## src/m1_config.svh

```systemverilog
`ifndef M1_CONFIG_SVH
`define M1_CONFIG_SVH

// incoming bus from execute, pc sits in the low word
`define ES_TO_M1_BUS_WD 120
`define ES_PC_LSB       0
`define ES_ALU_LSB      32
`define ES_RT_LSB       64
`define ES_DEST_LSB     96
`define ES_GR_WE_BIT    101
`define ES_LOAD_BIT     102
`define ES_STORE_BIT    103
`define ES_SIZE_LSB     104
`define ES_MFC0_BIT     106
`define ES_MTC0_BIT     107
`define ES_ERET_BIT     108
`define ES_CP0_RD_LSB   109
`define ES_EX_BIT       114
`define ES_EXC_LSB      115

// outgoing bus: ex, load_op, gr_we, dest, final_result, pc
`define M1_TO_MS_BUS_WD 72

`define BADVADDR_NUM    5'd8
`define STATUS_NUM      5'd12
`define CAUSE_NUM       5'd13
`define EPC_NUM         5'd14

`define EXC_INT         5'd0
`define EXC_TLBL        5'd2
`define EXC_TLBS        5'd3
`define EXC_ADEL        5'd4
`define EXC_ADES        5'd5

`define EXC_VECTOR      32'hbfc0_0380

`endif

```

## src/m1_pkg.sv

```systemverilog
`default_nettype none

package m1_pkg;

    // data word, also used for virtual and physical addresses
    typedef logic [31:0] word_t;

    // gpr destination or cp0 register number
    typedef logic [4:0] reg_addr_t;

    typedef logic [4:0] exc_code_t;

    // 0 byte, 1 halfword, 2 word
    typedef logic [1:0] mem_size_t;

    typedef logic [3:0] byte_en_t;

    // physical page number, goes out as the cache tag
    typedef logic [19:0] page_num_t;

endpackage

`default_nettype wire

```

## src/m1_op_if.sv

```systemverilog
`timescale 1ns/1ps
`default_nettype none

interface m1_op_if;
    import m1_pkg::*;

    logic      valid;
    word_t     pc;
    word_t     addr;      // alu result, also the memory address
    word_t     rt_value;
    reg_addr_t dest;
    logic      gr_we;
    logic      load;
    logic      store;
    mem_size_t size;
    logic      mfc0;
    logic      mtc0;
    logic      eret;
    reg_addr_t cp0_rd;
    logic      ex_in;     // exception raised upstream
    exc_code_t exc_in;

    modport stage (
        output valid, pc, addr, rt_value, dest, gr_we, load, store, size,
        output mfc0, mtc0, eret, cp0_rd, ex_in, exc_in
    );

    modport request (
        input valid, addr, rt_value, load, store, size, eret, ex_in
    );

    modport commit (
        input valid, pc, addr, rt_value, dest, gr_we, load,
        input mfc0, mtc0, eret, cp0_rd, ex_in, exc_in
    );

endinterface

`default_nettype wire

```

## src/m1_decode.sv

```systemverilog
`timescale 1ns/1ps
`default_nettype none
`include "m1_config.svh"

module m1_decode (
    input  logic                        clk,
    input  logic                        reset,
    input  logic                        es_valid,
    input  logic [`ES_TO_M1_BUS_WD-1:0] es_bus,
    output logic                        allowin,
    input  logic                        ready_go,
    input  logic                        ms_allowin,
    input  logic                        flush,
    m1_op_if.stage                      op
);

    logic                        valid;
    logic [`ES_TO_M1_BUS_WD-1:0] bus_r;

    // empty, or the current item leaves this cycle
    assign allowin = !valid || (ready_go && ms_allowin);

    always_ff @(posedge clk) begin
        if (reset) begin
            valid <= 1'b0;
        end else if (flush) begin
            valid <= 1'b0;  // drop whatever enters behind the flush
        end else if (allowin) begin
            valid <= es_valid;
        end
    end

    always_ff @(posedge clk) begin
        if (es_valid && allowin) begin
            bus_r <= es_bus;
        end
    end

    assign op.valid    = valid;
    assign op.pc       = bus_r[`ES_PC_LSB +: 32];
    assign op.addr     = bus_r[`ES_ALU_LSB +: 32];
    assign op.rt_value = bus_r[`ES_RT_LSB +: 32];
    assign op.dest     = bus_r[`ES_DEST_LSB +: 5];
    assign op.gr_we    = bus_r[`ES_GR_WE_BIT];
    assign op.load     = bus_r[`ES_LOAD_BIT];
    assign op.store    = bus_r[`ES_STORE_BIT];
    assign op.size     = bus_r[`ES_SIZE_LSB +: 2];
    assign op.mfc0     = bus_r[`ES_MFC0_BIT];
    assign op.mtc0     = bus_r[`ES_MTC0_BIT];
    assign op.eret     = bus_r[`ES_ERET_BIT];
    assign op.cp0_rd   = bus_r[`ES_CP0_RD_LSB +: 5];
    assign op.ex_in    = bus_r[`ES_EX_BIT];  // fetch/decode/execute faults
    assign op.exc_in   = bus_r[`ES_EXC_LSB +: 5];

endmodule

`default_nettype wire

```

## src/m1_mem_request.sv

```systemverilog
`timescale 1ns/1ps
`default_nettype none
`include "m1_config.svh"

module m1_mem_request (
    m1_op_if.request          op,
    input  logic              dcache_busy,
    input  logic              ms_allowin,
    output logic              addr_ex,
    output m1_pkg::exc_code_t addr_exc,
    output logic              ready_go,
    output logic              data_valid,
    output logic              data_op,
    output m1_pkg::page_num_t data_tag,
    output logic [7:0]        data_index,
    output logic [3:0]        data_offset,
    output m1_pkg::byte_en_t  data_wstrb,
    output m1_pkg::word_t     data_wdata,
    output m1_pkg::mem_size_t load_size,
    output logic              is_uncache
);
    import m1_pkg::*;

    word_t    paddr;
    byte_en_t strb;
    logic     mem_op;
    logic     kseg0;
    logic     kseg1;
    logic     misaligned;
    logic     no_req;

    assign mem_op = op.load || op.store;
    assign kseg0  = (op.addr[31:29] == 3'b100);
    assign kseg1  = (op.addr[31:29] == 3'b101);
    assign paddr  = {3'b000, op.addr[28:0]};  // unmapped segments drop the top bits

    assign misaligned = ((op.size == 2'd1) && op.addr[0]) ||
                        ((op.size == 2'd2) && (op.addr[1:0] != 2'b00));

    // alignment fault wins over the mapped-region fault
    assign addr_ex  = mem_op && (misaligned || !(kseg0 || kseg1));
    assign addr_exc = misaligned ? (op.store ? `EXC_ADES : `EXC_ADEL)
                                 : (op.store ? `EXC_TLBS : `EXC_TLBL);

    assign no_req   = op.ex_in || op.eret || addr_ex;
    assign ready_go = no_req || !mem_op || !dcache_busy;

    // only issued in the cycle the stage hands the item on
    assign data_valid = op.valid && mem_op && !no_req && !dcache_busy && ms_allowin;

    assign data_op     = op.store;
    assign data_tag    = paddr[31:12];
    assign data_index  = paddr[11:4];
    assign data_offset = paddr[3:0];
    assign load_size   = op.size;
    assign is_uncache  = kseg1;

    always_comb begin
        case (op.size)
            2'd0: begin
                strb       = 4'b0001 << op.addr[1:0];
                data_wdata = {4{op.rt_value[7:0]}};
            end
            2'd1: begin
                strb       = op.addr[1] ? 4'b1100 : 4'b0011;
                data_wdata = {2{op.rt_value[15:0]}};
            end
            default: begin
                strb       = 4'b1111;
                data_wdata = op.rt_value;
            end
        endcase
    end

    assign data_wstrb = (op.store && !no_req) ? strb : 4'b0000;  // loads write nothing

endmodule

`default_nettype wire

```

## src/m1_cp0.sv

```systemverilog
`timescale 1ns/1ps
`default_nettype none
`include "m1_config.svh"

module m1_cp0 (
    input  logic              clk,
    input  logic              reset,
    input  logic [5:0]        ext_int,
    input  logic              commit,
    input  logic              exc,
    input  m1_pkg::exc_code_t exc_code,
    input  logic              eret,
    input  logic              mtc0,
    input  m1_pkg::reg_addr_t cp0_rd,
    input  m1_pkg::word_t     wdata,
    input  m1_pkg::word_t     pc,
    input  logic              badvaddr_wr,
    input  m1_pkg::word_t     badvaddr,
    output m1_pkg::word_t     rdata,
    output m1_pkg::word_t     epc,
    output logic              int_pending
);
    import m1_pkg::*;

    logic [7:0] status_im;
    logic       status_exl;
    logic       status_ie;
    logic [7:0] cause_ip;   // [7:2] hardware, [1:0] software
    exc_code_t  cause_exc;
    word_t      epc_r;
    word_t      badvaddr_r;

    always_ff @(posedge clk) begin
        if (reset) begin
            status_im  <= 8'h00;
            status_exl <= 1'b1;
            status_ie  <= 1'b0;
            cause_ip   <= 8'h00;
            cause_exc  <= 5'd0;
            epc_r      <= 32'h0;
            badvaddr_r <= 32'h0;
        end else begin
            cause_ip[7:2] <= ext_int;  // sampled every cycle
            if (commit && exc) begin
                if (!status_exl) begin
                    epc_r <= pc;  // nested fault keeps the first epc
                end
                status_exl <= 1'b1;
                cause_exc  <= exc_code;
                if (badvaddr_wr) begin
                    badvaddr_r <= badvaddr;
                end
            end else if (commit && eret) begin
                status_exl <= 1'b0;
            end else if (commit && mtc0) begin
                case (cp0_rd)
                    `STATUS_NUM: begin
                        status_im  <= wdata[15:8];
                        status_exl <= wdata[1];
                        status_ie  <= wdata[0];
                    end
                    `CAUSE_NUM:    cause_ip[1:0] <= wdata[9:8];
                    `EPC_NUM:      epc_r         <= wdata;
                    `BADVADDR_NUM: badvaddr_r    <= wdata;
                    default: ;
                endcase
            end
        end
    end

    always_comb begin
        case (cp0_rd)
            `STATUS_NUM:   rdata = {16'h0, status_im, 6'b0, status_exl, status_ie};
            `CAUSE_NUM:    rdata = {16'h0, cause_ip, 1'b0, cause_exc, 2'b00};
            `EPC_NUM:      rdata = epc_r;
            `BADVADDR_NUM: rdata = badvaddr_r;
            default:       rdata = 32'h0;
        endcase
    end

    assign epc         = epc_r;
    assign int_pending = status_ie && !status_exl && |(cause_ip & status_im);

endmodule

`default_nettype wire

```

## src/m1_commit.sv

```systemverilog
`timescale 1ns/1ps
`default_nettype none
`include "m1_config.svh"

module m1_commit (
    input  logic                        clk,
    input  logic                        reset,
    m1_op_if.commit                     op,
    input  logic                        addr_ex,
    input  m1_pkg::exc_code_t           addr_exc,
    input  logic                        ready_go,
    input  logic                        ms_allowin,
    input  logic [5:0]                  ext_int,
    output logic                        ms_valid,
    output logic [`M1_TO_MS_BUS_WD-1:0] ms_bus,
    output logic                        fire,
    output logic                        flush,
    output m1_pkg::word_t               flush_pc,
    output m1_pkg::reg_addr_t           fwd_dest,
    output m1_pkg::word_t               fwd_result,
    output logic                        fwd_load,
    output logic                        int_pending
);
    import m1_pkg::*;

    logic      exc;
    exc_code_t exc_code;
    word_t     cp0_rdata;
    word_t     epc;
    word_t     final_result;

    assign exc      = op.ex_in || addr_ex;
    assign exc_code = op.ex_in ? op.exc_in : (addr_ex ? addr_exc : `EXC_INT);

    assign ms_valid = op.valid && ready_go;
    assign fire     = ms_valid && ms_allowin;
    assign flush    = fire && (exc || op.eret);
    assign flush_pc = exc ? `EXC_VECTOR : epc;  // eret returns to epc

    assign final_result = op.mfc0 ? cp0_rdata : op.addr;

    assign ms_bus = {exc, op.load, op.gr_we && !exc, op.dest, final_result, op.pc};

    assign fwd_dest   = op.valid ? op.dest : 5'd0;
    assign fwd_result = final_result;
    assign fwd_load   = op.valid && op.load;

    m1_cp0 m1_cp0_i (
        .clk         (clk),
        .reset       (reset),
        .ext_int     (ext_int),
        .commit      (fire),
        .exc         (exc),
        .exc_code    (exc_code),
        .eret        (op.eret),
        .mtc0        (op.mtc0),
        .cp0_rd      (op.cp0_rd),
        .wdata       (op.rt_value),
        .pc          (op.pc),
        .badvaddr_wr (addr_ex && !op.ex_in),  // only this stage's address faults
        .badvaddr    (op.addr),
        .rdata       (cp0_rdata),
        .epc         (epc),
        .int_pending (int_pending)
    );

endmodule

`default_nettype wire

```

## src/m1_stage_top.sv

```systemverilog
`timescale 1ns/1ps
`default_nettype none
`include "m1_config.svh"

module m1_stage_top (
    input  logic                        clk,
    input  logic                        reset,
    input  logic                        es_valid,
    input  logic [`ES_TO_M1_BUS_WD-1:0] es_bus,
    output logic                        allowin,
    output logic                        ms_valid,
    output logic [`M1_TO_MS_BUS_WD-1:0] ms_bus,
    input  logic                        ms_allowin,
    input  logic [5:0]                  ext_int,
    output logic                        data_valid,
    output logic                        data_op,
    output m1_pkg::page_num_t           data_tag,
    output logic [7:0]                  data_index,
    output logic [3:0]                  data_offset,
    output m1_pkg::byte_en_t            data_wstrb,
    output m1_pkg::word_t               data_wdata,
    output m1_pkg::mem_size_t           load_size,
    output logic                        is_uncache,
    input  logic                        dcache_busy,
    output m1_pkg::reg_addr_t           fwd_dest,
    output m1_pkg::word_t               fwd_result,
    output logic                        fwd_load,
    output logic                        flush,
    output m1_pkg::word_t               flush_pc,
    output logic                        int_pending
);
    import m1_pkg::*;

    logic      ready_go;
    logic      addr_ex;
    exc_code_t addr_exc;

    m1_op_if op ();

    m1_decode m1_decode_i (
        .clk        (clk),
        .reset      (reset),
        .es_valid   (es_valid),
        .es_bus     (es_bus),
        .allowin    (allowin),
        .ready_go   (ready_go),
        .ms_allowin (ms_allowin),
        .flush      (flush),
        .op         (op.stage)
    );

    m1_mem_request m1_mem_request_i (
        .op          (op.request),
        .dcache_busy (dcache_busy),
        .ms_allowin  (ms_allowin),
        .addr_ex     (addr_ex),
        .addr_exc    (addr_exc),
        .ready_go    (ready_go),
        .data_valid  (data_valid),
        .data_op     (data_op),
        .data_tag    (data_tag),
        .data_index  (data_index),
        .data_offset (data_offset),
        .data_wstrb  (data_wstrb),
        .data_wdata  (data_wdata),
        .load_size   (load_size),
        .is_uncache  (is_uncache)
    );

    m1_commit m1_commit_i (
        .clk         (clk),
        .reset       (reset),
        .op          (op.commit),
        .addr_ex     (addr_ex),
        .addr_exc    (addr_exc),
        .ready_go    (ready_go),
        .ms_allowin  (ms_allowin),
        .ext_int     (ext_int),
        .ms_valid    (ms_valid),
        .ms_bus      (ms_bus),
        .fire        (),  // allowin already covers the handoff
        .flush       (flush),
        .flush_pc    (flush_pc),
        .fwd_dest    (fwd_dest),
        .fwd_result  (fwd_result),
        .fwd_load    (fwd_load),
        .int_pending (int_pending)
    );

endmodule

`default_nettype wire

```

## config.mk

```make
export PLATFORM = sky130hd
export DESIGN_NAME = m1_stage_top
export DESIGN_NICKNAME = d
export VERILOG_FILES = /design/src/m1_pkg.sv /design/src/m1_op_if.sv /design/src/m1_decode.sv /design/src/m1_mem_request.sv /design/src/m1_cp0.sv /design/src/m1_commit.sv /design/src/m1_stage_top.sv
export VERILOG_INCLUDE_DIRS = /design/src
export SDC_FILE = /design/constraint.sdc
export NUM_CORES = 1
export LEC_CHECK = 0
export ABC_AREA = 1
export BUFFER_PORTS_ARGS = -buffer_cell sky130_fd_sc_hd__buf_2
export CORE_UTILIZATION = 50
export CTS_CLUSTER_SIZE = 12
export DETAILED_ROUTE_END_ITERATION = 8
export MAX_ROUTING_LAYER = met4
export PLACE_DENSITY = 0.88
export SYNTH_ARGS = -nofsm -noshare
export SYNTH_HDL_FRONTEND = slang
export SYNTH_SLANG_ARGS = --single-unit
```

## constraint.sdc

```tcl
create_clock -name clk -period 8.9 [get_ports clk]
set_clock_uncertainty 0.1 [all_clocks]
set_input_delay 0.445 -clock clk [delete_from_list [all_inputs] [get_ports clk]]
set_output_delay 0.445 -clock clk [all_outputs]
set_load 0.02 [all_outputs]
```

==> summary by stage <==
Status
The run finished with clean final reports.

GRT
The global-route wire length before repair is 47.1 mm. The maximum number of pins on one net before global-route repair is 65. The total global routing track utilization is 31.0%.

The initial antenna violation count is 0. The total grt overflow is 0. The number of global-route vias before repair is 9116.

Detailed routing
For this block, the initial DRC count from the detailed router was 792. The mean routed wirelength per cell is 17.4 µm. After detailed routing, the total wire length is 31.9 mm. In this run the remaining antenna-violating nets after routing total 0.

The number of detailed-route iterations in the first pass is 6. The routed layout has 9563 vias. For this run, design rule violations remaining after detail routing come to 0. The vias per cell is 5.20.

Worst setup path
Along the worst path, the maximum fanout reaches 37. The end point of the critical path is m1_commit_i.m1_cp0_i.epc[6]. The critical path required time is 9.25 ns. In this run the worst setup path begins at m1_decode_i.bus_r[105]. The critical path is of the reg2reg type. The endpoint of the most critical register-to-register path is m1_commit_i.m1_cp0_i.epc[6]. The data arrival time at the worst-slack endpoint is 4.33 ns.

The worst register-to-register path has a setup slack of 4.92 ns. The worst setup path is captured at a flop. STA classifies the critical path startpoint as a flop. In this run the critical register-to-register path is launched from m1_decode_i.bus_r[105]. Counting cells, the worst reg-to-reg path comes to 13.

Power
After layout, the design draws a total of 2.35 mW. The power density over cell area is 184 mW/mm². In this run switching power makes up 26.7% of total power.

IR analysis of the VDD net gives a maximum drop of 152 µV. Sequential cells burn 46.8% of the power. The total net switching power is 627 µW. The internal power of the cells totals 1.73 mW. The analysis attributes to cell leakage a power of 6.29 nW. Per report_power, the combinational group accounts for 13.8% of the total. Per report_power, the clock group accounts for 39.4% of the total.

Placement
Counting tap cells, the placed design contains a total of 1717 instances. The pre-CTS setup slack is 5.04 ns. The detailed placer's ending HPWL is 21.3 mm. Buffers placed on the I/O ports in this run total 346.

The placer congestion estimate is 0.925. The post-placement cell area is 0.0113 mm².

Logic synthesis
By area the synthesized netlist is led by edfxtp_1, dfxtp_1, nand2_1. The library cell with the highest instance count after synthesis is nand2_1. The share of synthesized area in the top cell type comes to 36.1%. By count the netlist is led by nand2_1, nor2_1, inv_1, edfxtp_1, dfxtp_1. Counting flops with an async set or reset pin after synthesis yields a share of 0%. The number of library cell types mapped by synthesis is 36. Sequential cells were found to cover 53.8% of the synthesized design area. Synthesis inferred 208 register bits. Each instance of the synthesized netlist takes up on average 8.15 µm².

The synthesized netlist cell count is 1224. The mapped cell area is 0.00997 mm². The number of enable-type register cells in the synthesized netlist is 120. The top flip-flop cell by instance count after synthesis is edfxtp_1. The cell type contributing the most total cell area after synthesis is edfxtp_1. The number of warnings issued by yosys is 0.

Die
The core region is 0.0195 mm². The count of standard-cell rows is 51. The initial utilization of the core area, before any placement, comes to 51.1%. From left edge to right edge, the die measures 143 µm.

350 I/O pins were placed. The die height is 143 µm. The die covers 0.0205 mm².

STA
Setup violations remaining at the end of the flow were counted as 0. For the final routed database, the setup TNS stands at 0 ns. The smallest clock period supported by the final layout is computed as 3.98 ns. The count of endpoints failing hold in the final timing report is 0. Setup repair after global routing left no endpoint under its margin.

For the pin with the worst max-slew slack, the measured transition is 0.992 ns. The worst path setup slack after routing is 4.92 ns. The worst hold margin is 0.0161 ns.

The final-report max-slew violation count is 0. Based on the critical path, the design can be clocked at up to 251 MHz. The part of the cycle the worst path needs is 44.7%.

The worst slew margin relative to its limit is 33.8%.

Cells and area
The multi-input combinational cells in the finished layout cover a total of 0.00323 mm². The fraction of layout instances using a drive strength above 1 is 25.7%. 0 antenna diodes ended up in the layout. With fillers left out, the area of the finished cells amounts to 0.0128 mm².

The net count reported at finish is 1687. The number of inserted filler cells in the final layout is 1566. The layout overhead on the synthesized area is 28.1%. The final core area utilization is 65.4%. The finished layout holds 1838 standard cells, fillers aside.

The register area is 0.00537 mm².

Job
The number of max-cap violations is 0.

Clock network
The insertion delay to the later sink of the worst-skew pair is 0.51 ns. The CTS tree is built. The number of buffers created by CTS is 23. CTS built an H-tree with a depth of 1.

In this run the clock root is driven by a clkbuf_16. The longest clock path from root to sink contains 3 buffers. The number of instances resized during post-cts repair is 0. The post-CTS setup buffer count is 0.

The total clock sinks is 208. The clock-pin slew reported for the worst setup and hold paths after clock tree synthesis is 0.06 ns. The hold buffer count at CTS is 77.

Worst hold path
The type of the worst min-delay path is in2reg.
-- cells in the final DEF (no fill, tap or decap), types with 3 or more instances in the layout --
master         instances
nand2_2                7
o21ai_1               13
nand2_1              370
inv_2                  4
edfxtp_1             120
clkinv_1               6
a21oi_1                6
nand3_1               10
clkbuf_16             23
o22ai_1               23
conb_1                 3
nor2_1               197
o21ai_0               80
nand4_1                4
nor3_1                 3
buf_2                346
inv_1                137
o2111ai_1              9
clkbuf_1               7
dlygate4sd3_1         79
buf_4                  7
o211ai_1               3
dfxtp_1               88
-- metal layers --
| metal | GRT usage [%] | share of wire (%) | vias up |
|---|---|---|---|
| li1 | - | - | 4442 |
| met1 | 36.2 | 38 | 4371 |
| met2 | 51.4 | 48 | 633 |
| met3 | 6.14 | 9.4 | 117 |
| met4 | 14.1 | 4.5 | 0 |
| met5 | - | 0 | - |
-- registers in the layout, summed over array words and instances (netlist names) --
name                             cells
m1_commit_i.m1_cp0_i.cause_exc       5
m1_commit_i.m1_cp0_i.status_ie       1
m1_commit_i.m1_cp0_i.status_exl      1
m1_decode_i.bus_r                  120
m1_commit_i.m1_cp0_i.badvaddr_r     32
m1_decode_i.op.valid                 1
m1_commit_i.m1_cp0_i.epc            32
m1_commit_i.m1_cp0_i.status_im       8
m1_commit_i.m1_cp0_i.cause_ip        8
-- layout make-up --
cell class              instances  share of cell area [%]
clock buffers                  32                    4.93
repair buffers                432                    20.2
well taps                     265                    2.60
inverters                     143                    4.22
flip-flops and latches        208                    42.0
clock inverters                10                   0.764
multi-input cells             748                    25.3
-- worst min path at each step --
| stage | depth (start not counted) | endpoint | from |
|---|---|---|---|
| 3_3_place_gp | 2 | m1_commit_i.m1_cp0_i.status_ie | m1_commit_i.m1_cp0_i.status_ie |
| 5_1_grt | 1 | m1_decode_i.bus_r[86] | es_bus[86] |
| 3_5_place_dp | 2 | m1_commit_i.m1_cp0_i.status_ie | m1_commit_i.m1_cp0_i.status_ie |
| 4_1_cts | 1 | m1_decode_i.bus_r[83] | es_bus[83] |
| 6_report | 1 | m1_decode_i.bus_r[83] | es_bus[83] |
| 2_1_floorplan | 2 | m1_commit_i.m1_cp0_i.cause_exc[0] | m1_commit_i.m1_cp0_i.cause_exc[0] |
-- power groups by stage --
stage | registers (mW) | clock network, mW | logic [mW]
6_report | 1.10 | 0.927 | 0.325
5_1_grt | 1.10 | 0.969 | 0.347
4_1_cts | 1.10 | 0.934 | 0.317
3_5_place_dp | 1.12 | 0 | 0.290
3_3_place_gp | 1.12 | 0 | 0.284
2_1_floorplan | 1.12 | 0 | 0.191
-- worst max-delay path, cell delays in order (launching register included) --
cell and delay [ns]:
edfxtp_1 1.00, inv_4 0.16, nor2_2 0.12, nand2_1 0.07, nand2_2 0.10, nand2_2 0.09, nand3_4 0.32, nand3_4 0.44
buf_4 0.43, inv_2 0.60, nand2_1 0.15, nand2_1 0.12, nor2_1 0.06, nor2_1 0.10
-- logic make-up (layout without fill, tap and decap cells) --
family | after synthesis | count (layout) | synth area share [%]
other | 1 | 3 | 0.0376
AO/OA/AOI/OAI | 143 | 143 | 8.16
AND/OR/NAND/NOR | 602 | 602 | 24.0
buffers and inverters | 270 | 617 | 13.9
flip-flops | 208 | 208 | 53.8
Power figures use the tool's default switching activity.
